===== src/RetireTypes.sv =====
/*
 * Retire types
 * Commit width, active list sizing, entry layout and the
 * register mapping report sent back to rename.
 */
`default_nettype none

package RetireTypes;

    localparam int COMMIT_WIDTH      = 4;   // Head lanes examined per cycle
    localparam int ACTIVE_LIST_DEPTH = 16;

    typedef logic [3:0]  ActiveListIndex;
    typedef logic [4:0]  ActiveListCount;   // 0 .. ACTIVE_LIST_DEPTH
    typedef logic [1:0]  LaneIndex;
    typedef logic [2:0]  LaneCount;         // 0 .. COMMIT_WIDTH
    typedef logic [31:0] PcWord;
    typedef logic [4:0]  LogRegNum;
    typedef logic [5:0]  PhyRegNum;

    // One micro-op as held in the active list
    typedef struct packed {
        PcWord    pc;
        logic     last;           // Final op of its instruction
        logic     isBranch;
        logic     isLoad;
        logic     isStore;
        logic     writeReg;       // Op has a destination register
        LogRegNum logDstRegNum;
        PhyRegNum phyDstRegNum;
    } ActiveListEntry;

    // Retired mapping per lane, consumed by the rename logic
    typedef struct packed {
        logic     valid;
        LogRegNum logDstRegNum;
        PhyRegNum phyDstRegNum;
    } RetiredMapping;

endpackage

`default_nettype wire


===== src/RecoveryTypes.sv =====
/*
 * Recovery types
 * Execution states written back by completion, refetch kinds,
 * pipeline phase and the request passed to the recovery controller.
 */
`default_nettype none

package RecoveryTypes;

    localparam int RECOVERY_CYCLES = 2;     // Cycles spent in PHASE_RECOVER

    typedef logic [1:0] RecoveryCount;      // Holds 0 .. RECOVERY_CYCLES-1

    typedef enum logic [3:0] {
        NOT_FINISHED,
        SUCCESS,
        REFETCH_NEXT,
        REFETCH_THIS,
        TRAP_ECALL,
        TRAP_EBREAK,
        TRAP_MRET,
        FAULT_INSN_MISALIGNED,
        FAULT_LOAD_MISALIGNED,
        FAULT_LOAD_VIOLATION,
        FAULT_STORE_MISALIGNED,
        FAULT_STORE_VIOLATION,
        FAULT_INSN_ILLEGAL,
        FAULT_INSN_VIOLATION
    } ExecutionState;

    typedef enum logic [2:0] {
        THIS_PC,
        NEXT_PC,
        BRANCH_TARGET,
        STORE_NEXT_PC,
        NEXT_PC_TO_CSR_TARGET,
        THIS_PC_TO_CSR_TARGET
    } RefetchType;

    typedef enum logic {
        PHASE_COMMIT,
        PHASE_RECOVER
    } PipelinePhase;

    typedef struct packed {
        logic                valid;
        RefetchType          refetchType;
        ExecutionState       cause;
        RetireTypes::PcWord  pc;          // PC of the recovery lane
    } RecoveryRequest;

endpackage

`default_nettype wire


===== src/ActiveList.sv =====
/*
 * Active list
 * Circular in-order buffer of dispatched micro-ops with completion
 * state writes, a multi-entry head read, pop and flush.
 */
`default_nettype none

module ActiveList
    import RetireTypes::*;
    import RecoveryTypes::*;
(
    input  logic           clk,
    input  logic           rst,
    input  logic           flush,
    input  logic           dispatchValid,
    input  ActiveListEntry dispatchEntry,
    output logic           dispatchReady,
    input  logic           completeValid,
    input  ActiveListIndex completeIndex,
    input  ExecutionState  completeState,
    input  LaneCount       popNum,
    output ActiveListEntry headEntry [COMMIT_WIDTH],
    output ExecutionState  headState [COMMIT_WIDTH],
    output ActiveListCount validEntryNum
);

    ActiveListEntry entries [ACTIVE_LIST_DEPTH];    // Payload storage
    ExecutionState  states [ACTIVE_LIST_DEPTH];

    ActiveListIndex headPtr;
    ActiveListIndex tailPtr;
    ActiveListCount count;
    logic           push;

    assign dispatchReady = (count != ActiveListCount'(ACTIVE_LIST_DEPTH));
    assign push          = dispatchValid && dispatchReady;
    assign validEntryNum = count;

    // Pointers and occupancy
    always_ff @(posedge clk) begin
        if (rst || flush) begin
            headPtr <= '0;
            tailPtr <= '0;
            count   <= '0;
        end else begin
            if (push) begin
                tailPtr <= tailPtr + 1'b1;
            end
            headPtr <= headPtr + ActiveListIndex'(popNum);
            count   <= count + ActiveListCount'(push) - ActiveListCount'(popNum);
        end
    end

    // Entry and state writes
    always_ff @(posedge clk) begin
        if (completeValid && !flush) begin
            states[completeIndex] <= completeState;
        end
        if (push && !flush) begin
            entries[tailPtr] <= dispatchEntry;
            states[tailPtr]  <= NOT_FINISHED;    // Fresh op waits for completion
        end
    end

    // Head window, wraps with the 4-bit pointer
    always_comb begin
        for (int i = 0; i < COMMIT_WIDTH; i++) begin
            headEntry[i] = entries[headPtr + ActiveListIndex'(i)];
            headState[i] = states[headPtr + ActiveListIndex'(i)];
        end
    end

endmodule

`default_nettype wire


===== src/CommitDecider.sv =====
/*
 * Commit decider
 * Picks the lanes to retire among the head entries, in whole
 * instructions, and the earliest recovery point with its refetch type.
 */
`default_nettype none

module CommitDecider
    import RetireTypes::*;
    import RecoveryTypes::*;
(
    input  logic                    startCommit,
    input  ActiveListCount          validEntryNum,
    input  ActiveListEntry          headEntry [COMMIT_WIDTH],
    input  ExecutionState           headState [COMMIT_WIDTH],
    input  logic                    unableToStartRecovery,
    output logic [COMMIT_WIDTH-1:0] commit,
    output logic                    toRecovery,
    output LaneIndex                recoveryLane,
    output RefetchType              refetchType,
    output ExecutionState           recoveryCause
);

    LaneIndex   headOfInsn [COMMIT_WIDTH];
    LaneIndex   tailOfInsn [COMMIT_WIDTH];
    logic       recovery [COMMIT_WIDTH];
    LaneIndex   recoveryPoint [COMMIT_WIDTH];
    RefetchType laneRefetch [COMMIT_WIDTH];

    LaneCount   finishedOpNum;
    LaneCount   finishedInsnRange;
    logic       recoveryTrigger;
    LaneCount   recoveryStart;

    // Instruction boundaries from the last flags
    always_comb begin
        for (int i = 0; i < COMMIT_WIDTH; i++) begin
            headOfInsn[i] = '0;
            for (int j = 0; j < i; j++) begin
                if (headEntry[j].last) headOfInsn[i] = LaneIndex'(j + 1);
            end
            tailOfInsn[i] = LaneIndex'(COMMIT_WIDTH - 1);
            for (int j = COMMIT_WIDTH - 1; j >= i; j--) begin
                if (headEntry[j].last) tailOfInsn[i] = LaneIndex'(j);    // Lowest last wins
            end
        end
    end

    // Finished run, then trimmed back to a whole instruction
    always_comb begin : finishedRange
        logic stop;
        stop = 1'b0;
        finishedOpNum = '0;
        for (int i = 0; i < COMMIT_WIDTH; i++) begin
            if (!stop && i < validEntryNum && headState[i] != NOT_FINISHED) begin
                finishedOpNum = LaneCount'(i + 1);
            end else begin
                stop = 1'b1;
            end
        end
        finishedInsnRange = '0;
        for (int i = 0; i < COMMIT_WIDTH; i++) begin
            if (i < finishedOpNum && headEntry[i].last) finishedInsnRange = LaneCount'(i + 1);
        end
    end

    // Per-lane recovery classification
    always_comb begin
        for (int i = 0; i < COMMIT_WIDTH; i++) begin
            recovery[i]      = 1'b1;
            recoveryPoint[i] = tailOfInsn[i];
            laneRefetch[i]   = THIS_PC;
            case (headState[i])
                REFETCH_NEXT: begin
                    laneRefetch[i] = headEntry[i].isBranch ? BRANCH_TARGET :
                                     headEntry[i].isStore  ? STORE_NEXT_PC : NEXT_PC;
                end
                REFETCH_THIS: recoveryPoint[i] = headOfInsn[i];
                TRAP_ECALL, TRAP_EBREAK, TRAP_MRET, FAULT_INSN_MISALIGNED: begin
                    laneRefetch[i] = NEXT_PC_TO_CSR_TARGET;
                end
                FAULT_LOAD_MISALIGNED, FAULT_LOAD_VIOLATION, FAULT_STORE_MISALIGNED,
                FAULT_STORE_VIOLATION, FAULT_INSN_ILLEGAL, FAULT_INSN_VIOLATION: begin
                    recoveryPoint[i] = headOfInsn[i];
                    laneRefetch[i]   = THIS_PC_TO_CSR_TARGET;
                end
                default: recovery[i] = 1'b0;    // Not finished or plain success
            endcase
        end
    end

    // Earliest recovery point, lowest lane on a tie
    always_comb begin
        recoveryTrigger = 1'b0;
        recoveryStart   = LaneCount'(COMMIT_WIDTH);
        recoveryLane    = '0;
        refetchType     = THIS_PC;
        recoveryCause   = SUCCESS;
        for (int i = 0; i < COMMIT_WIDTH; i++) begin
            if (i < finishedInsnRange && recovery[i]
                && LaneCount'(recoveryPoint[i]) < recoveryStart) begin
                recoveryTrigger = 1'b1;
                recoveryStart   = LaneCount'(recoveryPoint[i]);
                recoveryLane    = LaneIndex'(i);
                refetchType     = laneRefetch[i];
                recoveryCause   = headState[i];
            end
        end
    end

    assign toRecovery = startCommit && recoveryTrigger && !unableToStartRecovery;

    always_comb begin
        for (int i = 0; i < COMMIT_WIDTH; i++) begin
            if (!startCommit) begin
                commit[i] = 1'b0;
            end else if (!recoveryTrigger) begin
                commit[i] = (i < finishedInsnRange);
            end else if (i < recoveryStart) begin
                commit[i] = 1'b1;
            end else if (i == recoveryStart) begin
                // Refetch-this and most faults re-execute the lane itself
                commit[i] = !(headState[i] inside {REFETCH_THIS, FAULT_LOAD_MISALIGNED,
                              FAULT_LOAD_VIOLATION, FAULT_STORE_MISALIGNED,
                              FAULT_STORE_VIOLATION, FAULT_INSN_ILLEGAL,
                              FAULT_INSN_VIOLATION} || unableToStartRecovery);
            end else begin
                commit[i] = 1'b0;
            end
        end
    end

endmodule

`default_nettype wire


===== src/RetireStage.sv =====
/*
 * Retire stage
 * Applies the commit decision: pop count, retired register mappings,
 * load and store counts, last committed PC and the recovery request.
 */
`default_nettype none

module RetireStage
    import RetireTypes::*;
    import RecoveryTypes::*;
(
    input  logic           clk,
    input  logic           rst,
    input  PipelinePhase   phase,
    input  ActiveListEntry headEntry [COMMIT_WIDTH],
    input  ExecutionState  headState [COMMIT_WIDTH],
    input  ActiveListCount validEntryNum,
    input  logic           unableToStartRecovery,
    output LaneCount       popNum,
    output RetiredMapping  retiredMap [COMMIT_WIDTH],
    output LaneCount       commitLoadNum,
    output LaneCount       commitStoreNum,
    output PcWord          lastCommittedPc,
    output RecoveryRequest recoveryOut
);

    logic [COMMIT_WIDTH-1:0] commit;
    logic                    toRecovery;
    LaneIndex                recoveryLane;
    RefetchType              refetchType;
    ExecutionState           recoveryCause;
    PcWord                   youngestPc;

    CommitDecider CommitDecider_inst (
        .startCommit          (phase == PHASE_COMMIT),
        .validEntryNum        (validEntryNum),
        .headEntry            (headEntry),
        .headState            (headState),
        .unableToStartRecovery(unableToStartRecovery),
        .commit               (commit),
        .toRecovery           (toRecovery),
        .recoveryLane         (recoveryLane),
        .refetchType          (refetchType),
        .recoveryCause        (recoveryCause)
    );

    // Counts and mappings of the committed lanes
    always_comb begin
        popNum         = '0;
        commitLoadNum  = '0;
        commitStoreNum = '0;
        youngestPc     = lastCommittedPc;    // Hold when nothing retires
        for (int i = 0; i < COMMIT_WIDTH; i++) begin
            retiredMap[i] = '0;
            if (commit[i]) begin
                popNum = popNum + LaneCount'(1);
                if (headEntry[i].isLoad) commitLoadNum = commitLoadNum + LaneCount'(1);
                if (headEntry[i].isStore) commitStoreNum = commitStoreNum + LaneCount'(1);
                retiredMap[i].valid        = headEntry[i].writeReg;
                retiredMap[i].logDstRegNum = headEntry[i].logDstRegNum;
                retiredMap[i].phyDstRegNum = headEntry[i].phyDstRegNum;
                youngestPc = headEntry[i].pc;
            end
        end
    end

    always_ff @(posedge clk) begin
        if (rst) begin
            lastCommittedPc <= '0;
        end else begin
            lastCommittedPc <= youngestPc;
        end
    end

    // Request toward the recovery controller
    always_comb begin
        recoveryOut.valid       = toRecovery;
        recoveryOut.refetchType = refetchType;
        recoveryOut.cause       = recoveryCause;
        recoveryOut.pc          = headEntry[recoveryLane].pc;
    end

endmodule

`default_nettype wire


===== src/RecoveryController.sv =====
/*
 * Recovery controller
 * Two-phase FSM: on a request it enters recovery for a fixed number
 * of cycles, flushing the active list and issuing one refetch.
 */
`default_nettype none

module RecoveryController
    import RetireTypes::*;
    import RecoveryTypes::*;
(
    input  logic           clk,
    input  logic           rst,
    input  RecoveryRequest recoveryIn,
    output PipelinePhase   phase,
    output logic           flush,
    output logic           refetchValid,
    output RefetchType     refetchType,
    output PcWord          refetchPc
);

    RecoveryCount cyclesLeft;
    logic         entryPulse;    // High in the first recover cycle

    always_ff @(posedge clk) begin
        if (rst) begin
            phase      <= PHASE_COMMIT;
            cyclesLeft <= '0;
            entryPulse <= 1'b0;
        end else begin
            entryPulse <= 1'b0;
            case (phase)
                PHASE_COMMIT: begin
                    if (recoveryIn.valid) begin
                        phase      <= PHASE_RECOVER;
                        cyclesLeft <= RecoveryCount'(RECOVERY_CYCLES - 1);
                        entryPulse <= 1'b1;
                    end
                end
                default: begin
                    if (cyclesLeft == '0) phase <= PHASE_COMMIT;
                    else cyclesLeft <= cyclesLeft - 1'b1;
                end
            endcase
        end
    end

    // Refetch target, latched with the request
    always_ff @(posedge clk) begin
        if (phase == PHASE_COMMIT && recoveryIn.valid) begin
            refetchType <= recoveryIn.refetchType;
            refetchPc   <= recoveryIn.pc;
        end
    end

    assign flush        = entryPulse;
    assign refetchValid = entryPulse;

endmodule

`default_nettype wire


===== src/RetireUnit.sv =====
/*
 * Retire unit top
 * Active list, retire stage and recovery controller.
 */
`default_nettype none

module RetireUnit
    import RetireTypes::*;
    import RecoveryTypes::*;
(
    input  logic           clk,
    input  logic           rst,
    input  logic           dispatchValid,
    input  ActiveListEntry dispatchEntry,
    output logic           dispatchReady,
    input  logic           completeValid,
    input  ActiveListIndex completeIndex,
    input  ExecutionState  completeState,
    input  logic           unableToStartRecovery,
    output ActiveListCount validEntryNum,
    output LaneCount       popNum,
    output RetiredMapping  retiredMap [COMMIT_WIDTH],
    output LaneCount       commitLoadNum,
    output LaneCount       commitStoreNum,
    output PcWord          lastCommittedPc,
    output PipelinePhase   phase,
    output logic           flush,
    output logic           refetchValid,
    output RefetchType     refetchType,
    output PcWord          refetchPc
);

    ActiveListEntry headEntry [COMMIT_WIDTH];
    ExecutionState  headState [COMMIT_WIDTH];
    RecoveryRequest recoveryRequest;
    logic           dispatchAccept;

    assign dispatchAccept = dispatchValid && (phase == PHASE_COMMIT);   // No pushes in recovery

    ActiveList ActiveList_inst (
        .clk          (clk),
        .rst          (rst),
        .flush        (flush),
        .dispatchValid(dispatchAccept),
        .dispatchEntry(dispatchEntry),
        .dispatchReady(dispatchReady),
        .completeValid(completeValid),
        .completeIndex(completeIndex),
        .completeState(completeState),
        .popNum       (popNum),
        .headEntry    (headEntry),
        .headState    (headState),
        .validEntryNum(validEntryNum)
    );

    RetireStage RetireStage_inst (
        .clk                  (clk),
        .rst                  (rst),
        .phase                (phase),
        .headEntry            (headEntry),
        .headState            (headState),
        .validEntryNum        (validEntryNum),
        .unableToStartRecovery(unableToStartRecovery),
        .popNum               (popNum),
        .retiredMap           (retiredMap),
        .commitLoadNum        (commitLoadNum),
        .commitStoreNum       (commitStoreNum),
        .lastCommittedPc      (lastCommittedPc),
        .recoveryOut          (recoveryRequest)
    );

    RecoveryController RecoveryController_inst (
        .clk         (clk),
        .rst         (rst),
        .recoveryIn  (recoveryRequest),
        .phase       (phase),
        .flush       (flush),
        .refetchValid(refetchValid),
        .refetchType (refetchType),
        .refetchPc   (refetchPc)
    );

endmodule

`default_nettype wire


===== config.mk =====
export PLATFORM = sky130hd
export DESIGN_NAME = RetireUnit
export DESIGN_NICKNAME = d
export VERILOG_FILES = /design/src/RetireTypes.sv /design/src/RecoveryTypes.sv /design/src/ActiveList.sv /design/src/CommitDecider.sv /design/src/RetireStage.sv /design/src/RecoveryController.sv /design/src/RetireUnit.sv
export SDC_FILE = /design/constraint.sdc
export NUM_CORES = 2
export LEC_CHECK = 0
export ABC_AREA = 1
export BUFFER_PORTS_ARGS = -buffer_cell sky130_fd_sc_hd__buf_2
export CORE_ASPECT_RATIO = 0.8
export CORE_UTILIZATION = 54
export DETAILED_ROUTE_END_ITERATION = 7
export PLACE_DENSITY_LB_ADDON = 0.08
export SLEW_MARGIN = 20
export SYNTH_ARGS = -nofsm -noshare
export SYNTH_HDL_FRONTEND = slang
export SYNTH_HIERARCHICAL = 1
export SYNTH_SLANG_ARGS = --single-unit

===== constraint.sdc =====
create_clock -name clk -period 12.1 [get_ports clk]
set_clock_uncertainty 0.2 [all_clocks]
set_input_delay 0.605 -clock clk [delete_from_list [all_inputs] [get_ports clk]]
set_output_delay 0.605 -clock clk [all_outputs]
set_load 0.02 [all_outputs]

## Word-level counts from Yosys, hierarchy flattened

Memory sizes are Yosys's and may differ from the RTL's. A register that Yosys moved wholly into a read port is not among the register bits.
Cells that the tools add are included.

| storage, ports and cells | value |
|---|---|
| bits in registers | 84 |
| memory bits (writable) | 832 |
| input bits | 61 |
| word-level logic and storage cells | 282 |
| memories kept | 2 |

Memories:

| name | words | bits a word | rd ports | clocked after Yosys merged registers in | write ports | RTL line | RTL |
|---|---|---|---|---|---|---|---|
| ActiveList_inst.entries | 16 | 48 | 4 | 1 | 1 | ActiveList.sv:27 | `ActiveListEntry entries [ACTIVE_LIST_DEPTH];` |
| ActiveList_inst.states | 16 | 4 | 4 | 1 | 2 | ActiveList.sv:28 | `ExecutionState states [ACTIVE_LIST_DEPTH];` |

| cells by class | value |
|---|---|
| add/subtract/negate cells | 17 |
| order comparisons | 20 |
| equal/unequal tests | 53 |
| multiplexer cells | 111 |
| bitwise gates (word level) | 2 |
| reductions and logical operators | 68 |

Operators by type and width:

| kind | count |
|---|---|
| $mux W32 | 4 |
| $bmux W48 S2 | 1 |
| $eq A4 B4 Y1 const B | 24 |
| $mux W48 | 2 |
| $mux W3 | 31 |
| $eq A4 B3 Y1 const B | 16 |
| $mux W12 | 4 |
| $reduce_or A12 Y1 | 4 |
| $mux W1 | 42 |
| $mux W2 | 21 |
| $pmux W3 S3 | 4 |
| $eq A4 B2 Y1 const B | 8 |
| $reduce_bool A7 Y1 | 4 |
| $reduce_or A7 Y1 | 4 |
| $logic_and A1 B1 Y1 | 25 |
| $add A3 B1 Y3 const B | 8 |
| $reduce_or A6 Y1 | 4 |
| $reduce_bool A4 Y1 | 5 |
| $lt A1 B3 Y1 const A | 6 |
| $lt A2 B3 Y1 const A | 6 |
| $reduce_or A4 Y1 | 4 |
| $lt A1 B5 Y1 const A | 2 |
| $lt A2 B5 Y1 const A | 2 |
| $lt A2 B3 Y1 | 3 |
| other kinds (22) | 37 |

## Logic depth before layout (Yosys ltp)

| logic depth | value |
|---|---|
| depth after elaboration | 46 |
| depth in mapped cells | 66 |
| mapped depth without buffers | 58 |

## Cells and area by module

The synthesis kept the hierarchy.

Modules (own cells, without submodules):

| module | instances | cells an instance | area an instance (um2) |
|---|---|---|---|
| ActiveList | 1 | 7,022 | 51,893.5 |
| RetireStage | 1 | 808 | 4,036.4 |
| RecoveryController | 1 | 60 | 1,242.4 |
| CommitDecider | 1 | 216 | 1,139.8 |
| RetireUnit | 1 | 2 | 10.0 |

## Worst setup path after synthesis

Ideal clock, no wire load.

| timing path | value |
|---|---|
| path kind | reg-to-reg |
| start | register ActiveList_inst.headPtr[0] |
| end | register ActiveList_inst.count[4] (netlist: ActiveList_inst/validEntryNum[4]) |
| library setup time | 113 ps |
| data arrival time | 8,439 ps |
| required time | 11,787 ps |
| setup slack | 3,348 ps |
| stages on the path, launching flop included | 61 |
| path through | dfxtp_1 -> buf_2 -> inv_4 -> buf_6 -> buf_4 -> buf_4 -> ha_1 -> inv_1 -> buf_4 -> buf_2 -> clkbuf_1 -> nand3_1 -> nand3_1 -> nand2_1 -> nand2_1 -> nand2_1 -> inv_2 -> nand2_2 -> [... 25 more ...] -> nand2_4 -> nand2_2 -> nand3_2 -> nor2_1 -> nor2_1 -> clkbuf_1 -> inv_1 -> ha_1 -> xnor2_1 -> xor2_1 -> ha_1 -> inv_1 -> ha_1 -> inv_1 -> fa_1 -> o21a_1 -> nor2_1 -> nor2_1 |

RTL lines:

| item | RTL line | RTL |
|---|---|---|
| start, declared | ActiveList.sv:30 | `ActiveListIndex headPtr;` |
| start signal, assigned | ActiveList.sv:49 | `headPtr <= headPtr + ActiveListIndex'(popNum);` |
| end signal, assigned | ActiveList.sv:50 | `count <= count + ActiveListCount'(push) - ActiveListCount'(popNum);` |
| end, declared | ActiveList.sv:32 | `ActiveListCount count;` |

==> impl_results.md <==
- Status: finished, violations left
- Failing checks: design-rule violations
- Clock buffer count from CTS: 96
- Clk slew on worst S/H paths: 0.06 ns
- Fin nets: 7991
- Antenna Violating Nets Remaining: 0
- Final hold violation count: 0
- Starting Density: 0.5456
- Vias in the first global route: 53258
- Number of setup buffers added after CTS: 0
- Final global-route overflow total: 0
- Post-CTS sizing: 0
- CTS tree: done
- Die X: 369.1 µm
- Die Y-Extent: 295.7 µm
- Hold Path End: ActiveList_inst/entries[11][5]
- Clk buf depth: 3
- Hold_sp: dispatchEntry[5]
- Hold depth: 1
- Mapped cell area: 0.05822 mm²
- Startpoint Class: flop
- Commonest non-fill, non-tap cell in the layout: nand2_1
- Syn Nets: 8183
- Core area: 0.1067 mm²
- Max_cap viols: 0
- GRT Total Usage: 0.3948
- Worst-Skew Late Latency: 0.74 ns
- Ports: 194
- Dpl hpwl: 123.7 mm
- Cell Rows: 107
- RD Place Congestion: 0.9329
- Util after Layout: 0.5830
- Setup slack, reg-to-reg: 1.60 ns
- R2R Path End: ActiveList_inst/validEntryNum[4]
- Hold Buf Count CTS: 0
- Share of layout cells above drive strength 1: 0.06617
- First-pass GRT wire length: 325.2 mm
- Crit-path max FO: 166
- Worst r2r src: ActiveList_inst/headPtr[0]
- TritonCTS Sinks: 916
- Endpoints failing setup: 0
- Final WL: 219.8 mm
- Iteration-0 DRC Markers: 8799
- Crit share post-route: 0.9238
- Most frequent cells in the layout: nand2_1, nand3_1, edfxtp_1
- Layout area overhead: 6.852%
- Vias per std cell: 6.305
- CP max-delay cell: dfxtp_4
- DRT Pass-1 Iters: 8
- Critical Path RT: 11.30 ns
- Hold WC Path Type: in2reg
- Critical Path Max Stage Delay: 0.88 ns
- Cells after synthesis: 8088
- Final Max Slew Viols: 0
- H-tree levels: 3
- Post-Syn Area per Cell: 7.198 µm²
- Minimum clock period: 11.18 ns
- Achievable clock frequency: 89.47 MHz
- Input/output buffers: 193
- Pin count of the biggest net entering global routing: 254
- CP arrival: 10.37 ns
- Worst slew pin tran: 1.195 ns
- Initial antenna violation count: 18
- Reg2reg path depth: 50
- RSZ-0062 raised after global routing: no
- Setup TNS: 0 ns
- Synth warnings: 6
- Crit end category: primary output
- Routed length per placed instance: 23.37 µm
- Via count: 59294
- Max-slew headroom: 0.2034
- Critical path class: reg2out
- Drt drc: 50
- Most frequent CP cell: nand2_1
- Clock Tree Root: clkbuf_16
- Area of the die: 0.1091 mm²
==> registers in the layout (all words and copies together), names as in the netlist <==
register,cells
ActiveList_inst/headPtr,4
ActiveList_inst/tailPtr,4
RetireStage_inst/lastCommittedPc,32
ActiveList_inst/entries,768
ActiveList_inst/validEntryNum,5
RecoveryController_inst/flush,1
RecoveryController_inst/refetchType,3
ActiveList_inst/states,64
RecoveryController_inst/cyclesLeft,2
RecoveryController_inst/phase,1
RecoveryController_inst/refetchPc,32
==> cell type report <==
type                            instances  area, µm²
Inverter                              299       1230
Fill cell                            9829      44500
Antenna cell                            9      22.52
Timing Repair Buffer                  276       1652
Clock buffer                          126       2618
Tap cell                             1417       1773
Multi-Input combinational cell       6307      28030
Clock inverter                         55      494.2
Sequential cell                       916      26390
==> stage by stage <==
step	worst slack (ns)	instances	hold slack, ns	instance area, µm²
detailed placement	1.918	9215	0.2536	59070
global placement	1.984	9215	0.2494	59070
finish	0.9225	9405	0.03708	62210
floorplan	3.419	8088	0.2462	58220
CTS	1.205	9396	0.01498	62180
global route	0.2419	9399	0.04275	62190
==> worst max-delay path by stage <==
stage,cells past startpoint,from,endpoint,slack [ns]
floorplan,59,ActiveList_inst/headPtr[0],ActiveList_inst/validEntryNum[4],3.42
global placement,54,ActiveList_inst/headPtr[0],ActiveList_inst/validEntryNum[4],1.98
detailed placement,54,ActiveList_inst/headPtr[0],ActiveList_inst/validEntryNum[4],1.92
CTS,49,ActiveList_inst/headPtr[0],commitLoadNum[1],1.20
global route,49,ActiveList_inst/headPtr[0],commitLoadNum[1],0.24
finish,45,ActiveList_inst/headPtr[0],commitLoadNum[0],0.92
==> metal layers <==
metal	share of wire	track usage	routed length [µm]
met1	0.39	0.5433	86500
met2	0.42	0.5810	91610
met3	0.14	0.09870	30310
met4	0.051	0.1919	11290
met5	0.00043	0	94
==> worst max-delay path: cells and delay by family, from the launching register on <==
| kind | cells | cell delay, ns |
|---|---|---|
| AO/OA/AOI/OAI | 5 | 1.55 |
| adder cells (fa/ha/maj) | 4 | 1.59 |
| AND/OR/NAND/NOR | 25 | 2.89 |
| flip-flops | 1 | 0.88 |
| buffers and inverters | 11 | 2.57 |
Power is left out: the tool's default activity adds up to more than one toggle a clock period on the data nets, which glitch-free logic cannot reach.
